$ cat config.mk
export PLATFORM = sky130hd
export DESIGN_NAME = pipeline_decode
export DESIGN_NICKNAME = d
export VERILOG_FILES = /design/src/rv_isa_pkg.sv /design/src/decode_ctrl_pkg.sv /design/src/fetch_slot.sv /design/src/ctrl_decode.sv /design/src/imm_gen.sv /design/src/decode_out_reg.sv /design/src/pipeline_decode.sv
export VERILOG_INCLUDE_DIRS = /design/src
export SDC_FILE = /design/constraint.sdc
export NUM_CORES = 1
export LEC_CHECK = 0
export ABC_CLOCK_PERIOD_IN_PS = 4950
export BUFFER_PORTS_ARGS = -buffer_cell sky130_fd_sc_hd__buf_2
export CORE_ASPECT_RATIO = 0.9
export CORE_UTILIZATION = 50
export CTS_CLUSTER_SIZE = 20
export DETAILED_ROUTE_END_ITERATION = 12
export PLACE_DENSITY_LB_ADDON = 0.08
export SLEW_MARGIN = 20
export SYNTH_ARGS = -nofsm -noshare
export SYNTH_HDL_FRONTEND = slang
export SYNTH_SLANG_ARGS = --single-unit
$ cat constraint.sdc
create_clock -name clk -period 4.95 [get_ports clk]
set_input_delay 0 -clock clk [delete_from_list [all_inputs] [get_ports clk]]
set_output_delay 0 -clock clk [all_outputs]
set_load 0.1 [all_outputs]
$ cat src/decode_defs.svh
`ifndef DECODE_DEFS_SVH
`define DECODE_DEFS_SVH

// widths fixed by the RV64 base ISA

// integer register, address and immediate width
`define XLEN_W 64

// one uncompressed instruction word
`define INSTR_W 32

// x0..x31
`define REG_IDX_W 5

`endif

$ cat src/rv_isa_pkg.sv
`include "decode_defs.svh"

package rv_isa_pkg;

  // raw word as fetched, all zero is a bubble
  typedef logic [`INSTR_W-1:0] instr_t;

  // program counter of the fetched word
  typedef logic [`XLEN_W-1:0] addr_t;

  // architectural register number
  typedef logic [`REG_IDX_W-1:0] reg_idx_t;

  // major opcodes, bits 6:0 of the word
  // only the kept groups are listed, anything else decodes as illegal
  typedef enum logic [6:0] {
    OP_IMM    = 7'b0010011,
    OP_IMM_32 = 7'b0011011,
    OP_32     = 7'b0111011,
    LUI       = 7'b0110111,
    AUIPC     = 7'b0010111,
    JAL       = 7'b1101111,
    JALR      = 7'b1100111,
    BRANCH    = 7'b1100011,
    LOAD      = 7'b0000011,
    STORE     = 7'b0100011,
    SYSTEM    = 7'b1110011
  } opcode_e;

  // minor opcode, bits 14:12
  typedef logic [2:0] funct3_t;

  // R-type modifier, bits 31:25
  typedef logic [6:0] funct7_t;

endpackage

$ cat src/decode_ctrl_pkg.sv
`include "decode_defs.svh"

package decode_ctrl_pkg;

  // sign-extended immediate handed to execute
  typedef logic signed [`XLEN_W-1:0] data_t;

  // execute codes, numbering shared with the execute stage
  typedef enum logic [3:0] {
    NOP           = 4'd0,
    ADD           = 4'd1,
    SUB           = 4'd2,
    AND           = 4'd4,
    JUMP          = 4'd11,
    PC_ADD        = 4'd12,
    LOAD_REGISTER = 4'd13
  } ex_op_e;

  // branch condition, also tags the two jumps
  typedef enum logic [3:0] {
    BEQ  = 4'd0,
    BNE  = 4'd1,
    BLT  = 4'd2,
    BGE  = 4'd3,
    BLTU = 4'd4,
    BGEU = 4'd5,
    JAL  = 4'd6,
    JALR = 4'd7
  } branch_e;

  // what the memory stage does with this instruction
  typedef enum logic [6:0] {
    MEM_SYS   = 7'd0,
    MEM_LOAD  = 7'd1,
    MEM_STORE = 7'd2,
    MEM_NONE  = 7'd3
  } mem_op_e;

  // access width, unsigned variants zero-extend on load
  typedef enum logic [3:0] {
    DOUBLE_WORD        = 4'd0,
    WORD               = 4'd1,
    HALF_WORD          = 4'd2,
    BYTE               = 4'd3,
    UNSIGNED_WORD      = 4'd4,
    UNSIGNED_HALF_WORD = 4'd5,
    UNSIGNED_BYTE      = 4'd6
  } mem_size_e;

  // immediate layout, IMM_NONE means no immediate
  typedef enum logic [2:0] {
    IMM_NONE,
    IMM_I,
    IMM_S,
    IMM_B,
    IMM_U,
    IMM_J
  } imm_fmt_e;

  // second ALU operand source
  typedef enum logic {
    SEL_REG2 = 1'b0,
    SEL_IMM  = 1'b1
  } operand_sel_e;

endpackage

$ cat src/fetch_slot.sv
`timescale 1ns/1ps

module fetch_slot (
  input  logic               clk,
  input  logic               rst,
  input  rv_isa_pkg::instr_t instruction,
  input  rv_isa_pkg::addr_t  instruction_pc,
  input  logic               next_stage_ready,
  output logic               ready,
  output rv_isa_pkg::instr_t slot_instr,
  output rv_isa_pkg::addr_t  slot_pc
);

  // a zero word is a bubble and can always be taken
  // otherwise fetch waits on execute
  assign ready = (instruction == '0) || next_stage_ready;

  // input slot, first of the two items in flight
  always_ff @(posedge clk) begin
    if (rst) begin
      // empty slot decodes as a bubble
      slot_instr <= '0;
      slot_pc    <= '0;
    end else if (next_stage_ready) begin
      slot_instr <= instruction;
      slot_pc    <= instruction_pc;
    end
    // hold on back-pressure, fetch keeps its word stable too
  end

endmodule

$ cat src/ctrl_decode.sv
`timescale 1ns/1ps

module ctrl_decode (
  input  rv_isa_pkg::instr_t            slot_instr,
  output decode_ctrl_pkg::ex_op_e       ex_opcode,
  output decode_ctrl_pkg::branch_e      branch_type,
  output rv_isa_pkg::reg_idx_t          r1_reg,
  output rv_isa_pkg::reg_idx_t          r2_reg,
  output rv_isa_pkg::reg_idx_t          dst_reg,
  output logic                          is_word_op,
  output decode_ctrl_pkg::operand_sel_e imm_or_reg2,
  output decode_ctrl_pkg::mem_op_e      mem_opcode,
  output decode_ctrl_pkg::mem_size_e    mem_operation_size,
  output logic                          ecall,
  output decode_ctrl_pkg::imm_fmt_e     imm_fmt
);

  rv_isa_pkg::opcode_e  opcode;
  rv_isa_pkg::funct3_t  funct3;
  rv_isa_pkg::funct7_t  funct7;
  rv_isa_pkg::reg_idx_t rd;
  rv_isa_pkg::reg_idx_t rs1;
  rv_isa_pkg::reg_idx_t rs2;
  logic                 legal;

  // field positions are the same in every base format
  assign opcode = rv_isa_pkg::opcode_e'(slot_instr[6:0]);
  assign rd     = slot_instr[11:7];
  assign funct3 = slot_instr[14:12];
  assign rs1    = slot_instr[19:15];
  assign rs2    = slot_instr[24:20];
  assign funct7 = slot_instr[31:25];

  always_comb begin
    // start from the bubble decode
    legal              = 1'b0;
    ex_opcode          = decode_ctrl_pkg::NOP;
    branch_type        = decode_ctrl_pkg::branch_e'(0);
    r1_reg             = '0;
    r2_reg             = '0;
    dst_reg            = '0;
    is_word_op         = 1'b0;
    imm_or_reg2        = decode_ctrl_pkg::SEL_REG2;
    mem_opcode         = decode_ctrl_pkg::mem_op_e'(0);
    mem_operation_size = decode_ctrl_pkg::mem_size_e'(0);
    ecall              = 1'b0;
    imm_fmt            = decode_ctrl_pkg::IMM_NONE;

    case (opcode)
      rv_isa_pkg::OP_IMM, rv_isa_pkg::OP_IMM_32: begin
        // ADDI, ANDI and ADDIW, the word form only has funct3 000
        legal = (funct3 == 3'b000) || (funct3 == 3'b111 && opcode == rv_isa_pkg::OP_IMM);
        ex_opcode   = (funct3 == 3'b111) ? decode_ctrl_pkg::AND : decode_ctrl_pkg::ADD;
        is_word_op  = (opcode == rv_isa_pkg::OP_IMM_32);
        dst_reg     = rd;
        r1_reg      = rs1;
        imm_or_reg2 = decode_ctrl_pkg::SEL_IMM;
        mem_opcode  = decode_ctrl_pkg::MEM_NONE;
        imm_fmt     = decode_ctrl_pkg::IMM_I;
      end

      rv_isa_pkg::OP_32: begin
        // ADDW and SUBW only
        legal = (funct3 == 3'b000) && (funct7 == 7'b0000000 || funct7 == 7'b0100000);
        ex_opcode  = funct7[5] ? decode_ctrl_pkg::SUB : decode_ctrl_pkg::ADD;
        is_word_op = 1'b1;
        dst_reg    = rd;
        r1_reg     = rs1;
        r2_reg     = rs2;
        mem_opcode = decode_ctrl_pkg::MEM_NONE;
      end

      rv_isa_pkg::LUI, rv_isa_pkg::AUIPC: begin
        legal = 1'b1;
        // LUI just passes the immediate through, AUIPC adds the pc
        ex_opcode   = (opcode == rv_isa_pkg::LUI) ? decode_ctrl_pkg::LOAD_REGISTER
                                                  : decode_ctrl_pkg::PC_ADD;
        dst_reg     = rd;
        imm_or_reg2 = decode_ctrl_pkg::SEL_IMM;
        mem_opcode  = decode_ctrl_pkg::MEM_NONE;
        imm_fmt     = decode_ctrl_pkg::IMM_U;
      end

      rv_isa_pkg::JAL: begin
        legal       = 1'b1;
        ex_opcode   = decode_ctrl_pkg::JUMP;
        branch_type = decode_ctrl_pkg::JAL;
        dst_reg     = rd;
        imm_or_reg2 = decode_ctrl_pkg::SEL_IMM;
        mem_opcode  = decode_ctrl_pkg::MEM_NONE;
        imm_fmt     = decode_ctrl_pkg::IMM_J;
      end

      rv_isa_pkg::JALR: begin
        // target is rs1 plus I immediate
        legal       = 1'b1;
        ex_opcode   = decode_ctrl_pkg::JUMP;
        branch_type = decode_ctrl_pkg::JALR;
        dst_reg     = rd;
        r1_reg      = rs1;
        imm_or_reg2 = decode_ctrl_pkg::SEL_IMM;
        mem_opcode  = decode_ctrl_pkg::MEM_NONE;
        imm_fmt     = decode_ctrl_pkg::IMM_I;
      end

      rv_isa_pkg::BRANCH: begin
        legal = 1'b1;
        case (funct3)
          3'b000:  branch_type = decode_ctrl_pkg::BEQ;
          3'b001:  branch_type = decode_ctrl_pkg::BNE;
          3'b100:  branch_type = decode_ctrl_pkg::BLT;
          3'b101:  branch_type = decode_ctrl_pkg::BGE;
          3'b110:  branch_type = decode_ctrl_pkg::BLTU;
          3'b111:  branch_type = decode_ctrl_pkg::BGEU;
          // 010 and 011 are reserved
          default: legal = 1'b0;
        endcase
        // compare uses both registers, offset comes via imm
        ex_opcode  = decode_ctrl_pkg::JUMP;
        r1_reg     = rs1;
        r2_reg     = rs2;
        mem_opcode = decode_ctrl_pkg::MEM_NONE;
        imm_fmt    = decode_ctrl_pkg::IMM_B;
      end

      rv_isa_pkg::LOAD: begin
        legal = 1'b1;
        case (funct3)
          3'b000:  mem_operation_size = decode_ctrl_pkg::BYTE;
          3'b001:  mem_operation_size = decode_ctrl_pkg::HALF_WORD;
          3'b010:  mem_operation_size = decode_ctrl_pkg::WORD;
          3'b011:  mem_operation_size = decode_ctrl_pkg::DOUBLE_WORD;
          3'b100:  mem_operation_size = decode_ctrl_pkg::UNSIGNED_BYTE;
          3'b101:  mem_operation_size = decode_ctrl_pkg::UNSIGNED_HALF_WORD;
          3'b110:  mem_operation_size = decode_ctrl_pkg::UNSIGNED_WORD;
          default: legal = 1'b0;
        endcase
        // address is rs1 plus offset, computed by execute
        ex_opcode   = decode_ctrl_pkg::ADD;
        dst_reg     = rd;
        r1_reg      = rs1;
        imm_or_reg2 = decode_ctrl_pkg::SEL_IMM;
        mem_opcode  = decode_ctrl_pkg::MEM_LOAD;
        imm_fmt     = decode_ctrl_pkg::IMM_I;
      end

      rv_isa_pkg::STORE: begin
        legal = 1'b1;
        case (funct3)
          3'b000:  mem_operation_size = decode_ctrl_pkg::BYTE;
          3'b001:  mem_operation_size = decode_ctrl_pkg::HALF_WORD;
          3'b010:  mem_operation_size = decode_ctrl_pkg::WORD;
          3'b011:  mem_operation_size = decode_ctrl_pkg::DOUBLE_WORD;
          default: legal = 1'b0;
        endcase
        // rs2 is the store data, no destination
        ex_opcode   = decode_ctrl_pkg::ADD;
        r1_reg      = rs1;
        r2_reg      = rs2;
        imm_or_reg2 = decode_ctrl_pkg::SEL_IMM;
        mem_opcode  = decode_ctrl_pkg::MEM_STORE;
        imm_fmt     = decode_ctrl_pkg::IMM_S;
      end

      rv_isa_pkg::SYSTEM: begin
        // ECALL is the one fully zero SYSTEM word
        legal      = (slot_instr[31:7] == '0);
        ecall      = 1'b1;
        mem_opcode = decode_ctrl_pkg::MEM_SYS;
      end

      default: legal = 1'b0;
    endcase

    // unsupported encodings fall back to the bubble
    if (!legal) begin
      ex_opcode          = decode_ctrl_pkg::NOP;
      branch_type        = decode_ctrl_pkg::branch_e'(0);
      r1_reg             = '0;
      r2_reg             = '0;
      dst_reg            = '0;
      is_word_op         = 1'b0;
      imm_or_reg2        = decode_ctrl_pkg::SEL_REG2;
      mem_opcode         = decode_ctrl_pkg::mem_op_e'(0);
      mem_operation_size = decode_ctrl_pkg::mem_size_e'(0);
      ecall              = 1'b0;
      imm_fmt            = decode_ctrl_pkg::IMM_NONE;
    end
  end

endmodule

$ cat src/imm_gen.sv
`timescale 1ns/1ps

module imm_gen (
  input  rv_isa_pkg::instr_t        slot_instr,
  input  decode_ctrl_pkg::imm_fmt_e imm_fmt,
  output decode_ctrl_pkg::data_t    imm_value
);

  always_comb begin
    case (imm_fmt)
      // bits 31:20, loads, JALR and the ALU immediates
      decode_ctrl_pkg::IMM_I: begin
        imm_value = decode_ctrl_pkg::data_t'($signed(slot_instr[31:20]));
      end

      // stores split the offset around rs2
      decode_ctrl_pkg::IMM_S: begin
        imm_value = decode_ctrl_pkg::data_t'($signed({slot_instr[31:25],
                                                      slot_instr[11:7]}));
      end

      // branch offset in halfwords, bit 0 always zero
      decode_ctrl_pkg::IMM_B: begin
        imm_value = decode_ctrl_pkg::data_t'($signed({slot_instr[31], slot_instr[7],
                                                      slot_instr[30:25],
                                                      slot_instr[11:8], 1'b0}));
      end

      // upper 20 bits, zero-extended and not shifted
      // execute does the shift by 12
      decode_ctrl_pkg::IMM_U: begin
        imm_value = decode_ctrl_pkg::data_t'(slot_instr[31:12]);
      end

      // JAL offset, 21 bits with bit 0 zero
      decode_ctrl_pkg::IMM_J: begin
        imm_value = decode_ctrl_pkg::data_t'($signed({slot_instr[31], slot_instr[19:12],
                                                      slot_instr[20], slot_instr[30:21],
                                                      1'b0}));
      end

      // R-type, ECALL and bubbles carry no immediate
      default: imm_value = '0;
    endcase
  end

endmodule

$ cat src/decode_out_reg.sv
`timescale 1ns/1ps

module decode_out_reg (
  input  logic                          clk,
  input  logic                          rst,
  input  logic                          next_stage_ready,
  input  decode_ctrl_pkg::ex_op_e       dec_ex_opcode,
  input  decode_ctrl_pkg::branch_e      dec_branch_type,
  input  rv_isa_pkg::reg_idx_t          dec_r1_reg,
  input  rv_isa_pkg::reg_idx_t          dec_r2_reg,
  input  rv_isa_pkg::reg_idx_t          dec_dst_reg,
  input  logic                          dec_is_word_op,
  input  decode_ctrl_pkg::operand_sel_e dec_imm_or_reg2,
  input  decode_ctrl_pkg::mem_op_e      dec_mem_opcode,
  input  decode_ctrl_pkg::mem_size_e    dec_mem_operation_size,
  input  logic                          dec_ecall,
  input  decode_ctrl_pkg::data_t        imm_value,
  input  rv_isa_pkg::addr_t             slot_pc,
  output rv_isa_pkg::addr_t             next_stage_pc,
  output decode_ctrl_pkg::ex_op_e       ex_opcode,
  output decode_ctrl_pkg::branch_e      branch_type,
  output rv_isa_pkg::reg_idx_t          r1_reg,
  output rv_isa_pkg::reg_idx_t          r2_reg,
  output rv_isa_pkg::reg_idx_t          dst_reg,
  output decode_ctrl_pkg::data_t        imm,
  output logic                          is_word_op,
  output decode_ctrl_pkg::operand_sel_e imm_or_reg2,
  output decode_ctrl_pkg::mem_op_e      mem_opcode,
  output decode_ctrl_pkg::mem_size_e    mem_operation_size,
  output logic                          ecall
);

  // second item in flight, the bundle execute sees
  always_ff @(posedge clk) begin
    if (rst) begin
      // all zero is the bubble decode, ecall included
      next_stage_pc      <= '0;
      ex_opcode          <= decode_ctrl_pkg::NOP;
      branch_type        <= decode_ctrl_pkg::branch_e'(0);
      r1_reg             <= '0;
      r2_reg             <= '0;
      dst_reg            <= '0;
      imm                <= '0;
      is_word_op         <= 1'b0;
      imm_or_reg2        <= decode_ctrl_pkg::SEL_REG2;
      mem_opcode         <= decode_ctrl_pkg::mem_op_e'(0);
      mem_operation_size <= decode_ctrl_pkg::mem_size_e'(0);
      ecall              <= 1'b0;
    end else if (next_stage_ready) begin
      // advance together with the input slot
      next_stage_pc      <= slot_pc;
      ex_opcode          <= dec_ex_opcode;
      branch_type        <= dec_branch_type;
      r1_reg             <= dec_r1_reg;
      r2_reg             <= dec_r2_reg;
      dst_reg            <= dec_dst_reg;
      imm                <= imm_value;
      is_word_op         <= dec_is_word_op;
      imm_or_reg2        <= dec_imm_or_reg2;
      mem_opcode         <= dec_mem_opcode;
      mem_operation_size <= dec_mem_operation_size;
      ecall              <= dec_ecall;
    end
  end

endmodule

$ cat src/pipeline_decode.sv
`timescale 1ns/1ps

module pipeline_decode (
  input  logic                          clk,
  input  logic                          rst,
  input  rv_isa_pkg::instr_t            instruction,
  input  rv_isa_pkg::addr_t             instruction_pc,
  input  logic                          next_stage_ready,
  output logic                          ready,
  output rv_isa_pkg::addr_t             next_stage_pc,
  output decode_ctrl_pkg::ex_op_e       ex_opcode,
  output decode_ctrl_pkg::branch_e      branch_type,
  output rv_isa_pkg::reg_idx_t          r1_reg,
  output rv_isa_pkg::reg_idx_t          r2_reg,
  output rv_isa_pkg::reg_idx_t          dst_reg,
  output decode_ctrl_pkg::data_t        imm,
  output logic                          is_word_op,
  output decode_ctrl_pkg::operand_sel_e imm_or_reg2,
  output decode_ctrl_pkg::mem_op_e      mem_opcode,
  output decode_ctrl_pkg::mem_size_e    mem_operation_size,
  output logic                          ecall
);

  // input slot to decode
  rv_isa_pkg::instr_t            slot_instr;
  rv_isa_pkg::addr_t             slot_pc;

  // combinational decode, before the output register
  decode_ctrl_pkg::ex_op_e       dec_ex_opcode;
  decode_ctrl_pkg::branch_e      dec_branch_type;
  rv_isa_pkg::reg_idx_t          dec_r1_reg;
  rv_isa_pkg::reg_idx_t          dec_r2_reg;
  rv_isa_pkg::reg_idx_t          dec_dst_reg;
  logic                          dec_is_word_op;
  decode_ctrl_pkg::operand_sel_e dec_imm_or_reg2;
  decode_ctrl_pkg::mem_op_e      dec_mem_opcode;
  decode_ctrl_pkg::mem_size_e    dec_mem_operation_size;
  logic                          dec_ecall;
  decode_ctrl_pkg::imm_fmt_e     imm_fmt;
  decode_ctrl_pkg::data_t        imm_value;

  fetch_slot u_fetch_slot (
    .clk              (clk),
    .rst              (rst),
    .instruction      (instruction),
    .instruction_pc   (instruction_pc),
    .next_stage_ready (next_stage_ready),
    .ready            (ready),
    .slot_instr       (slot_instr),
    .slot_pc          (slot_pc)
  );

  ctrl_decode u_ctrl_decode (
    .slot_instr         (slot_instr),
    .ex_opcode          (dec_ex_opcode),
    .branch_type        (dec_branch_type),
    .r1_reg             (dec_r1_reg),
    .r2_reg             (dec_r2_reg),
    .dst_reg            (dec_dst_reg),
    .is_word_op         (dec_is_word_op),
    .imm_or_reg2        (dec_imm_or_reg2),
    .mem_opcode         (dec_mem_opcode),
    .mem_operation_size (dec_mem_operation_size),
    .ecall              (dec_ecall),
    .imm_fmt            (imm_fmt)
  );

  imm_gen u_imm_gen (
    .slot_instr (slot_instr),
    .imm_fmt    (imm_fmt),
    .imm_value  (imm_value)
  );

  decode_out_reg u_decode_out_reg (
    .clk                    (clk),
    .rst                    (rst),
    .next_stage_ready       (next_stage_ready),
    .dec_ex_opcode          (dec_ex_opcode),
    .dec_branch_type        (dec_branch_type),
    .dec_r1_reg             (dec_r1_reg),
    .dec_r2_reg             (dec_r2_reg),
    .dec_dst_reg            (dec_dst_reg),
    .dec_is_word_op         (dec_is_word_op),
    .dec_imm_or_reg2        (dec_imm_or_reg2),
    .dec_mem_opcode         (dec_mem_opcode),
    .dec_mem_operation_size (dec_mem_operation_size),
    .dec_ecall              (dec_ecall),
    .imm_value              (imm_value),
    .slot_pc                (slot_pc),
    .next_stage_pc          (next_stage_pc),
    .ex_opcode              (ex_opcode),
    .branch_type            (branch_type),
    .r1_reg                 (r1_reg),
    .r2_reg                 (r2_reg),
    .dst_reg                (dst_reg),
    .imm                    (imm),
    .is_word_op             (is_word_op),
    .imm_or_reg2            (imm_or_reg2),
    .mem_opcode             (mem_opcode),
    .mem_operation_size     (mem_operation_size),
    .ecall                  (ecall)
  );

endmodule

==> metrics.txt <==
clk buf depth 3; RSZ-0062 raised after global routing no; Max-Slew Margin vs Limit 27.8%; CTS root buf clkbuf_16; slowest stage cell, crit path nor4_4; Die Y 127 um; GRT Util Overall 25.3%; fin util 69.6%; worst-skew pair later-pin latency 500 ps; Max Cap Viol 0; die area 0.0179 sq mm; status finished clean; crit path max fanout 26; Ports 265; final worst slack 1760 ps; Max Clk Rate 313 MHz; crit end category flip-flop; Worst Skew 7.51 ps; pre-CTS setup slack 1930 ps; Top cell by count, worst path nand3_1; Max H-tree Level 1; max incr delay on CP 970 ps; first-pass GRT wire length 36600 um; pwr/cell area 344 mW/mm^2; residual DRC count 0; post-CTS setup buffers 0; Peak VDD IR 0.307 mV; ANT nets after route 0; DP Area 0.00965 sq mm; Max Slew Vio Count 0; WP buf/inv 2; worst setup path class flip-flop to flip-flop; critical path launch point type flip-flop; Data required, critical path 5360 ps; gpl congestion 0.938; WL/cell 16.0 um; Leak Pwr 5.75 nW; Remaining Overflow, GRT 0; initial antenna violation count 1; die width 141 um; # rows 45; routed wire length 23200 um; Post-synth ARST share 0%; via count 7533; Syn Inst Count 910; Starting Density 51.3%; Pwr Total 4.04 mW; Synth Cell Area 0.00867 sq mm; Synthesis Warnings 0; vias per cell 5.19; CTS tree built; Setup TNS 0 ps; Detailed Route Iter0 Violations 501; Area growth, synth to finish 35.6%; Final Hold Vio Count 0; HP Class primary input to flip-flop; commonest non-fill, non-tap cell in the layout buf_2; register clock-pin slew on the reported worst setup and hold paths 60 ps; Non-Filler Cell Area, Final 0.0118 sq mm; HPWL Detailed 14100 um; IO buf count 257; largest net degree at the start of global routing 103; syn_area_per_cell 9.53 sq um; critical path's top delay family simple AND/OR/NAND/NOR gates; core region area 0.0169 sq mm; Crit path arrival time 3610 ps; Tightest Pin Transition 1080 ps; register bit count reported by yosys 211; Netlist cell types 55; layout cells sized above 1 25.3%; biggest regs u_decode_out_reg.next_stage_pc: 64 flops, u_fetch_slot.slot_pc: 64 flops, u_fetch_slot.slot_instr: 32 flops; Tcrit/Tclk final 64.5%; total iterations of the first detailed-routing run 5; vias in the first global route 7166; total CTS buffers 22; Final nets 1323; commonest cells after routing, fill and taps aside buf_2 (255), dfxtp_1 (211), nor2_1 (177); post-synthesis sequential area ratio 48.7%; fillcell total 1319; Primary FF master, synth dfxtp_1; CTS sink count 211; Final Setup Violations 0; crit-path cells inv_2, nor4_4, nor2b_4, nand3_1, a41o_1, buf_4, nand3_1, a32oi_1; Final min period 3190 ps; number of flops mapped to enable cells by yosys 0
==> synth_stat cells, types with 8 or more instances <==
library cell	count	area (sq um)
dfxtp_1	211	4220
nor2_1	177	664
mux2i_1	161	1610
buf_4	53	398
nand2_1	52	195
clkbuf_1	39	146
a21oi_1	33	165
nand4_1	24	150
o21ai_0	22	110
nor4_1	16	100
a221oi_1	13	114
buf_1	12	45.0
nand3_1	9	45.0
a21o_1	8	60.1
==> routing by layer <==
metal | vias up | GRT usage, % | wire length [um]
met3 | 45 | 5.55 | 1550
li1 | 3728 | - | -
met5 | - | 0 | 0
met2 | 287 | 42.5 | 11000
met1 | 3473 | 32.6 | 10100
met4 | 0 | 7.61 | 598
==> where the power goes <==
part / switching, mW / leakage (nW) / total, mW / internal [mW]
clock: 0.658 / 0.379 / 1.68 / 1.02
combinational: 0.334 / 3.65 / 0.536 / 0.201
sequential: 0.0641 / 1.72 / 1.83 / 1.76
==> layout make-up <==
type	count	area, sq um	area share [%]
repair buffers	399	2710	23.0
diodes	1	2.50	0.0213
flip-flops and latches	211	4220	35.9
multi-input cells	584	3780	32.1
clock inverters	5	61.3	0.521
inverters	6	22.5	0.192
clock buffers	35	699	5.95
well taps	211	264	2.24
==> worst register-to-register path, stage by stage (launching register included) <==
cell and delay (ps):
dfxtp_1 700, inv_2 150, nor4_4 970, nor2b_4 100, nand3_1 190, a41o_1 150, buf_4 280, nand3_1 310
a32oi_1 270
==> worst paths after layout <==
path | from | end | slack [ps] | cells past startpoint
hold / removal | next_stage_ready | u_decode_out_reg.ex_opcode[1] | 120 | 3
setup / recovery | u_fetch_slot.slot_instr[2] | u_decode_out_reg.imm[11] | 1760 | 8
setup reg to reg | u_fetch_slot.slot_instr[2] | u_decode_out_reg.imm[11] | 1760 | 8
hold reg to reg | u_decode_out_reg.imm[14] | u_decode_out_reg.imm[14] | 450 | 2
==> through the flow <==
stage               hold WS, ps  instances
finish                      124       1452
global route                173       1452
CTS                         115       1451
detailed placement          240       1276
global placement            232       1276
floorplan                   147        916
==> what timing repair did <==
action / in CTS / in global routing
gates resized for setup: 0 / 0
endpoints found under the hold margin: 116 / 0
hold buffers: 135 / 0
==> cell families after synthesis <==
kind of cell	after synthesis	share of synthesized area, %
buffers and inverters	121	7.98
multiplexers	161	18.6
flip-flops	211	48.7
other	1	0.0432
AO/OA/AOI/OAI	104	7.92
AND/OR/NAND/NOR	312	16.8
Note: power is estimated with default switching activity, not from simulation.
